`config.mk`:
```
export PLATFORM = sky130hd
export DESIGN_NAME = dcache_top
export DESIGN_NICKNAME = d
export VERILOG_FILES = /design/src/dcache_pkg.sv /design/src/dcache_status_memory.sv /design/src/dcache_tag_memory.sv /design/src/dcache_data_memory.sv /design/src/dcache_controller.sv /design/src/dcache_top.sv
export SDC_FILE = /design/constraint.sdc
export NUM_CORES = 2
export LEC_CHECK = 0
export BUFFER_PORTS_ARGS = -buffer_cell sky130_fd_sc_hd__buf_2
export CAP_MARGIN = 20
export CORE_MARGIN = 2
export CORE_UTILIZATION = 25
export DETAILED_ROUTE_END_ITERATION = 16
export SKIP_LAST_GASP = 1
export SLEW_MARGIN = 20
export SYNTH_ARGS = -nofsm -noshare
export SYNTH_HDL_FRONTEND = slang
export SYNTH_HIERARCHICAL = 1
export SYNTH_SLANG_ARGS = --single-unit
```
`constraint.sdc`:
```
create_clock -name clk_i -period 4.4 [get_ports clk_i]
set_clock_uncertainty 0.15 [all_clocks]
set_input_delay 0.22 -clock clk_i [delete_from_list [all_inputs] [get_ports clk_i]]
set_output_delay 0.22 -clock clk_i [all_outputs]
set_load 0.01 [all_outputs]
```
`src/dcache_pkg.sv`:
```
// Widths are fixed at 32-bit byte addresses and 4-word lines; CACHE_DEPTH stays a module parameter

package dcache_pkg;

    // ----------------------------------------
    // Bus widths
    // ----------------------------------------

    // Byte address width of both Wishbone sides
    localparam int ADDR_WIDTH = 32;
    // Data word width of both Wishbone sides
    localparam int WORD_WIDTH = 32;
    // One select bit per byte lane
    localparam int SEL_WIDTH = WORD_WIDTH / 8;

    // ----------------------------------------
    // Line geometry
    // ----------------------------------------

    // Words held by one cache line
    localparam int LINE_WORDS = 4;
    // Bits that pick a word inside a line
    localparam int OFFSET_WIDTH = $clog2(LINE_WORDS);
    // Address bits below the word, always zero on the memory side
    localparam int BYTE_OFFSET = $clog2(SEL_WIDTH);

    typedef logic [ADDR_WIDTH-1:0]   addr_t;
    typedef logic [WORD_WIDTH-1:0]   word_t;
    typedef logic [SEL_WIDTH-1:0]    sel_t;
    typedef logic [OFFSET_WIDTH-1:0] offset_t;

endpackage

```
`src/dcache_status_memory.sv`:
```
// CACHE_DEPTH must be a power of two; only valid bits are reset, dirty bits of invalid lines are junk
`timescale 1ns/1ps

module dcache_status_memory #(
    parameter int CACHE_DEPTH = 16,
    localparam int INDEX_WIDTH = $clog2(CACHE_DEPTH)
) (
    input  logic                   clk_i,
    input  logic                   rst_i,
    // Port 0 is read/write and serves the line being filled or written
    input  logic [INDEX_WIDTH-1:0] port0_index_i,
    input  logic                   port0_valid_i,
    input  logic                   port0_dirty_i,
    input  logic                   port0_valid_write_i,
    input  logic                   port0_dirty_write_i,
    input  logic                   port0_read_i,
    output logic                   port0_dirty_o,
    // Port 1 is read-only and serves the lookup
    input  logic [INDEX_WIDTH-1:0] port1_index_i,
    input  logic                   port1_read_i,
    output logic                   port1_valid_o,
    output logic                   port1_dirty_o
);

    // ----------------------------------------
    // Valid bank
    // ----------------------------------------

    // Kept as a flat vector so that reset can clear every line at once
    logic [CACHE_DEPTH-1:0] valid_q;

    always_ff @(posedge clk_i) begin
        if (rst_i) begin
            valid_q <= '0;
        end else if (port0_valid_write_i) begin
            valid_q[port0_index_i] <= port0_valid_i;
        end
    end

    // A read in the same cycle as a port 0 write still sees the old bit
    always_ff @(posedge clk_i) begin
        if (port1_read_i) begin
            port1_valid_o <= valid_q[port1_index_i];
        end
    end

    // ----------------------------------------
    // Dirty bank
    // ----------------------------------------

    logic dirty_q [CACHE_DEPTH];

    always_ff @(posedge clk_i) begin
        if (port0_dirty_write_i) begin
            dirty_q[port0_index_i] <= port0_dirty_i;
        end
    end

    // Port 0 readback lets the controller re-check a line before evicting it
    always_ff @(posedge clk_i) begin
        if (port0_read_i) begin
            port0_dirty_o <= dirty_q[port0_index_i];
        end
        if (port1_read_i) begin
            port1_dirty_o <= dirty_q[port1_index_i];
        end
    end

endmodule

```
`src/dcache_tag_memory.sv`:
```
// CACHE_DEPTH must be a power of two; the tag array has no reset, the valid bit qualifies it
`timescale 1ns/1ps

module dcache_tag_memory #(
    parameter int CACHE_DEPTH = 16,
    localparam int INDEX_WIDTH = $clog2(CACHE_DEPTH),
    localparam int TAG_WIDTH = dcache_pkg::ADDR_WIDTH - INDEX_WIDTH
                               - dcache_pkg::OFFSET_WIDTH - dcache_pkg::BYTE_OFFSET
) (
    input  logic                   clk_i,
    // Lookup port
    input  logic [INDEX_WIDTH-1:0] read_index_i,
    input  logic                   read_i,
    output logic [TAG_WIDTH-1:0]   tag_o,
    // Update port, written once a refill completes
    input  logic [INDEX_WIDTH-1:0] write_index_i,
    input  logic                   write_i,
    input  logic [TAG_WIDTH-1:0]   write_tag_i
);

    // One tag per line
    logic [TAG_WIDTH-1:0] tag_q [CACHE_DEPTH];

    always_ff @(posedge clk_i) begin
        if (write_i) begin
            tag_q[write_index_i] <= write_tag_i;
        end
    end

    // The output holds between reads, so the evicted tag stays put during a write-back
    always_ff @(posedge clk_i) begin
        if (read_i) begin
            tag_o <= tag_q[read_index_i];
        end
    end

endmodule

```
`src/dcache_data_memory.sv`:
```
// CACHE_DEPTH must be a power of two; one read and one write per cycle, a colliding read gets old data
`timescale 1ns/1ps

module dcache_data_memory #(
    parameter int CACHE_DEPTH = 16,
    localparam int INDEX_WIDTH = $clog2(CACHE_DEPTH)
) (
    input  logic                        clk_i,
    // Registered read port
    input  logic [INDEX_WIDTH-1:0]      read_index_i,
    input  dcache_pkg::offset_t         read_offset_i,
    input  logic                        read_i,
    output dcache_pkg::word_t           read_data_o,
    // Byte-masked write port, no lanes selected means no write
    input  logic [INDEX_WIDTH-1:0]      write_index_i,
    input  dcache_pkg::offset_t         write_offset_i,
    input  dcache_pkg::sel_t            write_sel_i,
    input  dcache_pkg::word_t           write_data_i
);

    // ----------------------------------------
    // Word array, index above offset
    // ----------------------------------------

    dcache_pkg::word_t word_q [CACHE_DEPTH * dcache_pkg::LINE_WORDS];

    always_ff @(posedge clk_i) begin
        // Refills select all four lanes, processor writes only their own
        for (int b = 0; b < dcache_pkg::SEL_WIDTH; b++) begin
            if (write_sel_i[b]) begin
                word_q[{write_index_i, write_offset_i}][8*b +: 8] <= write_data_i[8*b +: 8];
            end
        end
    end

    // The read register holds its value until the next enabled read
    always_ff @(posedge clk_i) begin
        if (read_i) begin
            read_data_o <= word_q[{read_index_i, read_offset_i}];
        end
    end

endmodule

```
`src/dcache_controller.sv`:
```
// Single outstanding request; the processor holds its request until ack, aborts still finish the line
`timescale 1ns/1ps

module dcache_controller #(
    parameter int CACHE_DEPTH = 16,
    localparam int INDEX_WIDTH = $clog2(CACHE_DEPTH),
    localparam int TAG_WIDTH = dcache_pkg::ADDR_WIDTH - INDEX_WIDTH
                               - dcache_pkg::OFFSET_WIDTH - dcache_pkg::BYTE_OFFSET
) (
    input  logic                   clk_i,
    input  logic                   rst_i,
    // Processor side, Wishbone classic slave
    input  logic                   cpu_cyc_i,
    input  logic                   cpu_stb_i,
    input  logic                   cpu_we_i,
    input  dcache_pkg::addr_t      cpu_adr_i,
    input  dcache_pkg::word_t      cpu_dat_i,
    input  dcache_pkg::sel_t       cpu_sel_i,
    output logic                   cpu_ack_o,
    // Memory side, Wishbone classic master
    output logic                   mem_cyc_o,
    output logic                   mem_stb_o,
    output logic                   mem_we_o,
    output dcache_pkg::addr_t      mem_adr_o,
    output dcache_pkg::word_t      mem_dat_o,
    output dcache_pkg::sel_t       mem_sel_o,
    input  dcache_pkg::word_t      mem_dat_i,
    input  logic                   mem_ack_i,
    // Lookup reads of all three memories
    output logic [INDEX_WIDTH-1:0] lookup_index_o,
    output logic                   lookup_read_o,
    input  logic [TAG_WIDTH-1:0]   tag_i,
    input  logic                   valid_i,
    input  logic                   dirty_i,
    // Writes to the requested line
    output logic [INDEX_WIDTH-1:0] line_index_o,
    output logic                   tag_write_o,
    output logic [TAG_WIDTH-1:0]   tag_write_data_o,
    output logic                   status_valid_o,
    output logic                   status_dirty_o,
    output logic                   status_valid_write_o,
    output logic                   status_dirty_write_o,
    output logic                   status_read_o,
    input  logic                   status_dirty_i,
    // Data memory ports
    output dcache_pkg::offset_t    data_read_offset_o,
    output logic                   data_read_o,
    input  dcache_pkg::word_t      data_i,
    output dcache_pkg::offset_t    data_write_offset_o,
    output dcache_pkg::sel_t       data_write_sel_o,
    output dcache_pkg::word_t      data_write_data_o
);

    localparam int INDEX_LSB = dcache_pkg::BYTE_OFFSET + dcache_pkg::OFFSET_WIDTH;

    typedef enum logic [2:0] {
        st_idle,
        st_compare,
        st_writeback,
        st_refill,
        st_update
    } state_t;

    state_t              state_q, state_d;
    dcache_pkg::offset_t beat_q, beat_d;
    dcache_pkg::addr_t   req_adr_q;
    logic                req_we_q;
    logic [TAG_WIDTH-1:0]   req_tag;
    logic [INDEX_WIDTH-1:0] req_index;
    dcache_pkg::offset_t    req_offset;
    logic                cpu_active;
    logic                hit;
    logic                last_beat;

    // ----------------------------------------
    // Request split and hit check
    // ----------------------------------------

    assign req_tag    = req_adr_q[dcache_pkg::ADDR_WIDTH-1 -: TAG_WIDTH];
    assign req_index  = req_adr_q[INDEX_LSB +: INDEX_WIDTH];
    assign req_offset = req_adr_q[dcache_pkg::BYTE_OFFSET +: dcache_pkg::OFFSET_WIDTH];
    assign cpu_active = cpu_cyc_i && cpu_stb_i;
    assign hit        = valid_i && (tag_i == req_tag);
    assign last_beat  = (beat_q == dcache_pkg::offset_t'(dcache_pkg::LINE_WORDS - 1));

    // All writes target the requested line, and a refill always installs its tag
    assign line_index_o     = req_index;
    assign tag_write_data_o = req_tag;
    // Write-back beats take data straight from the registered data read
    assign mem_dat_o = data_i;
    assign mem_stb_o = mem_cyc_o;
    assign mem_sel_o = '1;

    // Request is captured when the lookup starts so an abort cannot corrupt a miss
    always_ff @(posedge clk_i) begin
        if (state_q == st_idle && cpu_active) begin
            req_adr_q <= cpu_adr_i;
            req_we_q  <= cpu_we_i;
        end
    end

    always_ff @(posedge clk_i) begin
        if (rst_i) begin
            state_q <= st_idle;
            beat_q  <= '0;
        end else begin
            state_q <= state_d;
            beat_q  <= beat_d;
        end
    end

    // ----------------------------------------
    // Next state and outputs
    // ----------------------------------------

    always_comb begin
        state_d              = state_q;
        beat_d               = beat_q;
        lookup_index_o       = req_index;
        lookup_read_o        = 1'b0;
        data_read_offset_o   = req_offset;
        data_read_o          = 1'b0;
        data_write_offset_o  = req_offset;
        data_write_sel_o     = '0;
        data_write_data_o    = cpu_dat_i;
        tag_write_o          = 1'b0;
        status_valid_o       = 1'b0;
        status_dirty_o       = 1'b0;
        status_valid_write_o = 1'b0;
        status_dirty_write_o = 1'b0;
        status_read_o        = 1'b0;
        cpu_ack_o            = 1'b0;
        mem_cyc_o            = 1'b0;
        mem_we_o             = 1'b0;
        mem_adr_o = {req_tag, req_index, beat_q, {dcache_pkg::BYTE_OFFSET{1'b0}}};

        case (state_q)
            st_idle: begin
                // Lookup index comes straight from the bus to save a cycle
                lookup_index_o     = cpu_adr_i[INDEX_LSB +: INDEX_WIDTH];
                data_read_offset_o = cpu_adr_i[dcache_pkg::BYTE_OFFSET +: dcache_pkg::OFFSET_WIDTH];
                if (cpu_active) begin
                    lookup_read_o = 1'b1;
                    data_read_o   = 1'b1;
                    state_d       = st_compare;
                end
            end
            st_compare: begin
                if (hit) begin
                    state_d = st_idle;
                    // An aborted request is dropped here without ack or write
                    if (cpu_active) begin
                        cpu_ack_o = 1'b1;
                        if (req_we_q) begin
                            data_write_sel_o     = cpu_sel_i;
                            status_dirty_o       = 1'b1;
                            status_dirty_write_o = 1'b1;
                        end
                    end
                end else begin
                    // Prefetch word 0 for a possible write-back and re-read the dirty bit
                    data_read_offset_o = '0;
                    data_read_o        = 1'b1;
                    status_read_o      = 1'b1;
                    state_d = (valid_i && dirty_i) ? st_writeback : st_refill;
                end
            end
            st_writeback: begin
                if (!status_dirty_i) begin
                    state_d = st_refill;
                end else begin
                    mem_cyc_o = 1'b1;
                    mem_we_o  = 1'b1;
                    mem_adr_o = {tag_i, req_index, beat_q, {dcache_pkg::BYTE_OFFSET{1'b0}}};
                    if (mem_ack_i) begin
                        // Fetch the next word while the counter moves on
                        data_read_offset_o = beat_q + dcache_pkg::offset_t'(1);
                        data_read_o        = 1'b1;
                        beat_d             = beat_q + dcache_pkg::offset_t'(1);
                        if (last_beat) begin
                            state_d = st_refill;
                        end
                    end
                end
            end
            st_refill: begin
                mem_cyc_o = 1'b1;
                if (mem_ack_i) begin
                    data_write_offset_o = beat_q;
                    data_write_sel_o    = '1;
                    data_write_data_o   = mem_dat_i;
                    beat_d              = beat_q + dcache_pkg::offset_t'(1);
                    // Last beat installs the tag and marks the line valid and clean
                    if (last_beat) begin
                        tag_write_o          = 1'b1;
                        status_valid_o       = 1'b1;
                        status_valid_write_o = 1'b1;
                        status_dirty_write_o = 1'b1;
                        state_d              = st_update;
                    end
                end
            end
            st_update: begin
                // Re-lookup now sees the new line, so compare will hit
                lookup_read_o = 1'b1;
                data_read_o   = 1'b1;
                state_d       = st_compare;
            end
            default: begin
                state_d = st_idle;
            end
        endcase
    end

endmodule

```
`src/dcache_top.sv`:
```
// CACHE_DEPTH must be a power of two of 2 or more; no flush, no uncached space, no bus errors
`timescale 1ns/1ps

module dcache_top #(
    parameter int CACHE_DEPTH = 16
) (
    input  logic              clk_i,
    input  logic              rst_i,
    // Processor side
    input  logic              cpu_cyc_i,
    input  logic              cpu_stb_i,
    input  logic              cpu_we_i,
    input  dcache_pkg::addr_t cpu_adr_i,
    input  dcache_pkg::word_t cpu_dat_i,
    input  dcache_pkg::sel_t  cpu_sel_i,
    output dcache_pkg::word_t cpu_dat_o,
    output logic              cpu_ack_o,
    // Memory side
    output logic              mem_cyc_o,
    output logic              mem_stb_o,
    output logic              mem_we_o,
    output dcache_pkg::addr_t mem_adr_o,
    output dcache_pkg::word_t mem_dat_o,
    output dcache_pkg::sel_t  mem_sel_o,
    input  dcache_pkg::word_t mem_dat_i,
    input  logic              mem_ack_i
);

    localparam int INDEX_WIDTH = $clog2(CACHE_DEPTH);
    localparam int TAG_WIDTH = dcache_pkg::ADDR_WIDTH - INDEX_WIDTH
                               - dcache_pkg::OFFSET_WIDTH - dcache_pkg::BYTE_OFFSET;

    // ----------------------------------------
    // Controller to memory wiring
    // ----------------------------------------

    logic [INDEX_WIDTH-1:0] lookup_index;
    logic                   lookup_read;
    logic [INDEX_WIDTH-1:0] line_index;
    logic [TAG_WIDTH-1:0]   tag;
    logic [TAG_WIDTH-1:0]   tag_write_data;
    logic                   tag_write;
    logic                   valid;
    logic                   dirty;
    logic                   status_valid;
    logic                   status_dirty;
    logic                   status_valid_write;
    logic                   status_dirty_write;
    logic                   status_read;
    logic                   status_dirty_rb;
    dcache_pkg::offset_t    data_read_offset;
    logic                   data_read;
    dcache_pkg::word_t      data_read_data;
    dcache_pkg::offset_t    data_write_offset;
    dcache_pkg::sel_t       data_write_sel;
    dcache_pkg::word_t      data_write_data;

    // Read hits return the registered data word directly
    assign cpu_dat_o = data_read_data;

    dcache_controller #(.CACHE_DEPTH(CACHE_DEPTH)) controller_i (
        .clk_i, .rst_i,
        .cpu_cyc_i, .cpu_stb_i, .cpu_we_i, .cpu_adr_i, .cpu_dat_i, .cpu_sel_i, .cpu_ack_o,
        .mem_cyc_o, .mem_stb_o, .mem_we_o, .mem_adr_o, .mem_dat_o, .mem_sel_o,
        .mem_dat_i, .mem_ack_i,
        .lookup_index_o       (lookup_index),
        .lookup_read_o        (lookup_read),
        .tag_i                (tag),
        .valid_i              (valid),
        .dirty_i              (dirty),
        .line_index_o         (line_index),
        .tag_write_o          (tag_write),
        .tag_write_data_o     (tag_write_data),
        .status_valid_o       (status_valid),
        .status_dirty_o       (status_dirty),
        .status_valid_write_o (status_valid_write),
        .status_dirty_write_o (status_dirty_write),
        .status_read_o        (status_read),
        .status_dirty_i       (status_dirty_rb),
        .data_read_offset_o   (data_read_offset),
        .data_read_o          (data_read),
        .data_i               (data_read_data),
        .data_write_offset_o  (data_write_offset),
        .data_write_sel_o     (data_write_sel),
        .data_write_data_o    (data_write_data)
    );

    dcache_status_memory #(.CACHE_DEPTH(CACHE_DEPTH)) status_memory_i (
        .clk_i, .rst_i,
        .port0_index_i       (line_index),
        .port0_valid_i       (status_valid),
        .port0_dirty_i       (status_dirty),
        .port0_valid_write_i (status_valid_write),
        .port0_dirty_write_i (status_dirty_write),
        .port0_read_i        (status_read),
        .port0_dirty_o       (status_dirty_rb),
        .port1_index_i       (lookup_index),
        .port1_read_i        (lookup_read),
        .port1_valid_o       (valid),
        .port1_dirty_o       (dirty)
    );

    dcache_tag_memory #(.CACHE_DEPTH(CACHE_DEPTH)) tag_memory_i (
        .clk_i,
        .read_index_i  (lookup_index),
        .read_i        (lookup_read),
        .tag_o         (tag),
        .write_index_i (line_index),
        .write_i       (tag_write),
        .write_tag_i   (tag_write_data)
    );

    dcache_data_memory #(.CACHE_DEPTH(CACHE_DEPTH)) data_memory_i (
        .clk_i,
        .read_index_i   (lookup_index),
        .read_offset_i  (data_read_offset),
        .read_i         (data_read),
        .read_data_o    (data_read_data),
        .write_index_i  (line_index),
        .write_offset_i (data_write_offset),
        .write_sel_i    (data_write_sel),
        .write_data_i   (data_write_data)
    );

endmodule

```
==> results.txt <==
Post-layout min period: 4.357 ns
Number of nets in the layout: 6,074
Initial cell density of the core: 25.10%
Post-Route Utilization: 30.63%
HPWL after detailed placement: 198,900 um
Crit path setup slack, layout: 0.04348 ns
Power Dens Cells: 554.3 nW/um2
Fmax: 229.5 MHz
Tightest hold margin: 0.03543 ns
CP Cell Sequence: xor2_1, nor4_2, buf_4, nand3_4, o31a_1, o221ai_4, buf_12, buf_16, buf_16, buf_16, buf_4, mux4_2, o22ai_1, nor3_1, a21oi_2, buf_4, nor4_2
Synthesis warning total: 6
CP Data Arrival Time: 4.78 ns
Average size of a mapped cell: 20.02 um2
TritonCTS sink count: 2,559
Portion of synthesized cell area occupied by the leading cell type: 74.77%
Global-route wire length before repair: 419,100 um
Floorplan die area: 412,900 um2
Share of the clock period used by the worst path: 99.01%
Input/output buffers: 201
Leading register cell type out of synthesis: edfxtp_1
Capture instance of the worst register-to-register path: data_memory_i/read_data_o[6]$_DFFE_PP_
Slowest library cell on the worst path: mux4_2
Detailed router's first-iteration violation count: 6,951
Synth-to-layout area growth: 22.04%
Seq cells post-synth: 2,559
CTS tree: done
Critical setup path kind: reg -> reg
Routed via count divided by cell count: 4.729
Biggest cell delay along the critical path: 0.51 ns
Max Cap Viol: 0
Floorplan die height: 642.5 um
Fraction of layout cells with a size suffix above 1: 32.62%
# DRC: 0
Average wire per standard cell: 26.08 um
Total via count in the routed design: 54,940
Initial antenna violation count: 33
Library cell occupying the most area in the post-synthesis netlist: edfxtp_1
CP startpoint: tag_memory_i/tag_o[4]$_DFFE_PP_
Clock buffers created by TritonCTS: 273
Overall die width: 642.5 um
Data required, critical path: 4.82 ns
Transition time at the pin with the least slew margin: 1.203 ns
Number of placement rows: 234
Static leakage: 40.19 nW
Global placement routability congestion: 0.8966
Endpoint of the worst setup timing path: data_memory_i/read_data_o[6]$_DFFE_PP_
Critical path endpoint category: flop
CTS Buffer Depth: 4
Congestion Overflow GR: 0
Total power consumption of the routed design: 0.06896 W
Vias in the first global route: 54,930
Clock-pin slew of the registers on the worst-case setup and hold paths: 0.06 ns
Std-Cell Core Area: 406,100 um2
CP max FO: 13
Run status: complete, no violations
Top-Level Pins: 210
Number of flops mapped to enable cells by yosys: 2,538
Number of levels in the clock H-tree: 5
R2r worst-path depth: 17
Number of fill cells in the layout: 39,180
Clk_lat worst skew: 0.86 ns
Global-route usage over all layers: 14.07%
Hold/Removal Path Class: in -> reg
Source of the worst register-to-register timing path: tag_memory_i/tag_o[4]$_DFFE_PP_
Kind of start point of the critical path: flop
Place WS: -0.3315 ns
Sequential cell area fraction in the yosys report: 75.18%
Endpoints failing setup: 0
Area contributors post-synth: edfxtp_1 75%, mux4_2 9.7%, and2_1 1.6%, mux4_1 1.6%, mux2_2 1.6%
Post-Synthesis Cells: 5,092
Count of final hold-check violations: 0
Netlist Area Pre-Place: 101,900 um2
Wirelength, routed: 303,000 um
Reg-to-reg setup timing slack: 0.04 ns
Worst supply voltage drop on vdd: 0.4428 mV
Largest net degree at the start of global routing: 72
Async set-reset flop share out of synthesis: 0%
Distinct cells, synth: 74
Buffer type at the clock tree root: clkbuf_16
DRT antenna net count: 0
First drt pass iteration count: 6
Max-Slew Margin vs Limit: 19.77%
RSZ-0062 raised after global routing: yes
Final max-slew violation count: 0
[state kept, by name, indices dropped and copies added (netlist names)]
signal and count:
controller_i/beat_q 2, controller_i/req_adr_q 30, controller_i/req_we_q 1, controller_i/state_q 3, data_memory_i/read_data_o 32, data_memory_i/word_q 2048
status_memory_i/dirty_q 16, status_memory_i/port0_dirty_o 1, status_memory_i/port1_dirty_o 1, status_memory_i/port1_valid_o 1, status_memory_i/valid_q 16, tag_memory_i/tag_o 24
tag_memory_i/tag_q 384
[layer usage]
| metal | vias to the layer above | track usage, % | part of all wire, % |
|---|---|---|---|
| met1 | 28930 | 18.10 | 39 |
| met2 | 2778 | 22.82 | 47 |
| li1 | 22610 | - | - |
| met5 | - | 0 | 0.033 |
| met4 | 18 | 6.499 | 5.1 |
| met3 | 602 | 2.828 | 8.6 |
[synthesized netlist by cell type (5+ instances only)]
cell type  count
a211oi_1      33
a21oi_1       66
a221o_1        5
a221oi_1      17
a22o_1        10
a22oi_1      141
a31oi_1       18
and2_1       268
and3_1        18
buf_1         12
buf_12        11
buf_2         67
buf_4         94
buf_6         44
buf_8          8
clkbuf_1     134
dfxtp_1       21
edfxtp_1    2538
inv_1          6
mux2_2       141
mux2i_1      152
mux4_1        61
mux4_2       441
nand2_1      224
nand2b_1      15
nand3_1       58
nand3b_1      12
nand4_1        5
nor2_1       117
nor2b_1       33
nor3_1        27
nor3b_1        5
nor4_1         6
o21ai_0       24
o221ai_1      27
o22a_1        16
o22ai_1       94
o31ai_1       11
or3_1          6
or3b_2         6
or4b_1        10
xor2_1        24
[report_power, final]
| group | total, W | switching, W | internal (W) |
|---|---|---|---|
| Combinational | 0.0191 | 0.0106 | 0.00849 |
| Clock | 0.0218 | 0.00932 | 0.0125 |
| Sequential | 0.0280 | 0.000494 | 0.0275 |
| Total | 0.0690 | 0.0205 | 0.0485 |
[timing repair]
item                                   in CTS  in global routing
cloned                                      6                  5
resized for setup                          34                 98
hold buffers                               64                  0
endpoints found under the hold margin      82                  0
setup endpoints to repair                  31                 32
setup buffers                              10                 43
pin swaps                                   6                 23
[final cells by class]
class	instances	area, um2	share of cell area [%]
Sequential cell	2559	76630	61.60
Multi-Input combinational cell	2158	23580	18.95
Timing Repair Buffer	968	8967	7.208
Clock buffer	333	7151	5.748
Tap cell	5428	6792	5.459
Clock inverter	139	1191	0.9575
Antenna cell	26	65.06	0.05230
Inverter	7	26.28	0.02112
[cell usage in the layout, fill, tap and decap left out, types with 24 or more instances in the layout]
cell type,count
diode_2,26
a211oi_1,25
mux4_1,60
xor2_1,24
nor2_1,98
nand2_2,33
buf_2,201
dlygate4sd3_1,64
clkbuf_1,54
buf_4,540
clkbuf_16,281
a21oi_1,63
clkinv_2,30
and2_1,267
mux4_2,442
nor2b_1,26
a22oi_1,128
clkinv_1,69
nand3_1,57
mux2i_1,141
mux2_2,139
buf_12,121
o22ai_1,86
nand2_1,191
edfxtp_1,2538
[kinds of logic after synthesis]
family,Yosys count,share of synthesized area [%]
xor gates and xnor gates,25,0.2148
and+or+nand+nor,835,4.343
buffers and inverters,379,2.419
muxes,799,14.41
AOI/OAI and AO/OA,492,3.414
DFF,2559,75.18
adders and majority gates,1,0.01227
other,2,0.007368
[worst min path at each step]
| stage | slack [ns] | to | cells past startpoint | start |
|---|---|---|---|---|
| global route | 0.02 | data_memory_i/word_q[1][23]$_DFFE_PP_ | 3 | cpu_dat_i[23] |
| floorplan | 0.14 | controller_i/beat_q[1]$_SDFFE_PP0P_ | 1 | rst_i |
| finish | 0.04 | data_memory_i/word_q[56][2]$_DFFE_PP_ | 4 | cpu_dat_i[2] |
| detailed placement | 0.25 | controller_i/req_adr_q[15]$_DFFE_PP_ | 1 | cpu_adr_i[15] |
| global placement | 0.25 | controller_i/req_adr_q[15]$_DFFE_PP_ | 1 | cpu_adr_i[15] |
| CTS | 0.003 | data_memory_i/word_q[4][25]$_DFFE_PP_ | 4 | mem_dat_i[25] |
[stage by stage]
step | setup TNS (ns) | std cells | instance area (um2)
global placement | -4.937 | 10990 | 114000
CTS | -0.05837 | 11550 | 123400
detailed placement | -3.404 | 10990 | 114000
global route | -0.3496 | 11590 | 124300
floorplan | 0 | 5096 | 101900
finish | 0 | 11620 | 124400
[worst max-delay path, delay by kind of cell (launching register included)]
| family | cells | cell delay, ns |
|---|---|---|
| buffers and inverters | 7 | 1.23 |
| AOI/OAI and AO/OA | 4 | 0.98 |
| and+or+nand+nor | 4 | 0.56 |
| muxes | 1 | 0.51 |
| DFF | 1 | 0.43 |
| xor gates and xnor gates | 1 | 0.17 |
Note: power is estimated with default switching activity, not from simulation.
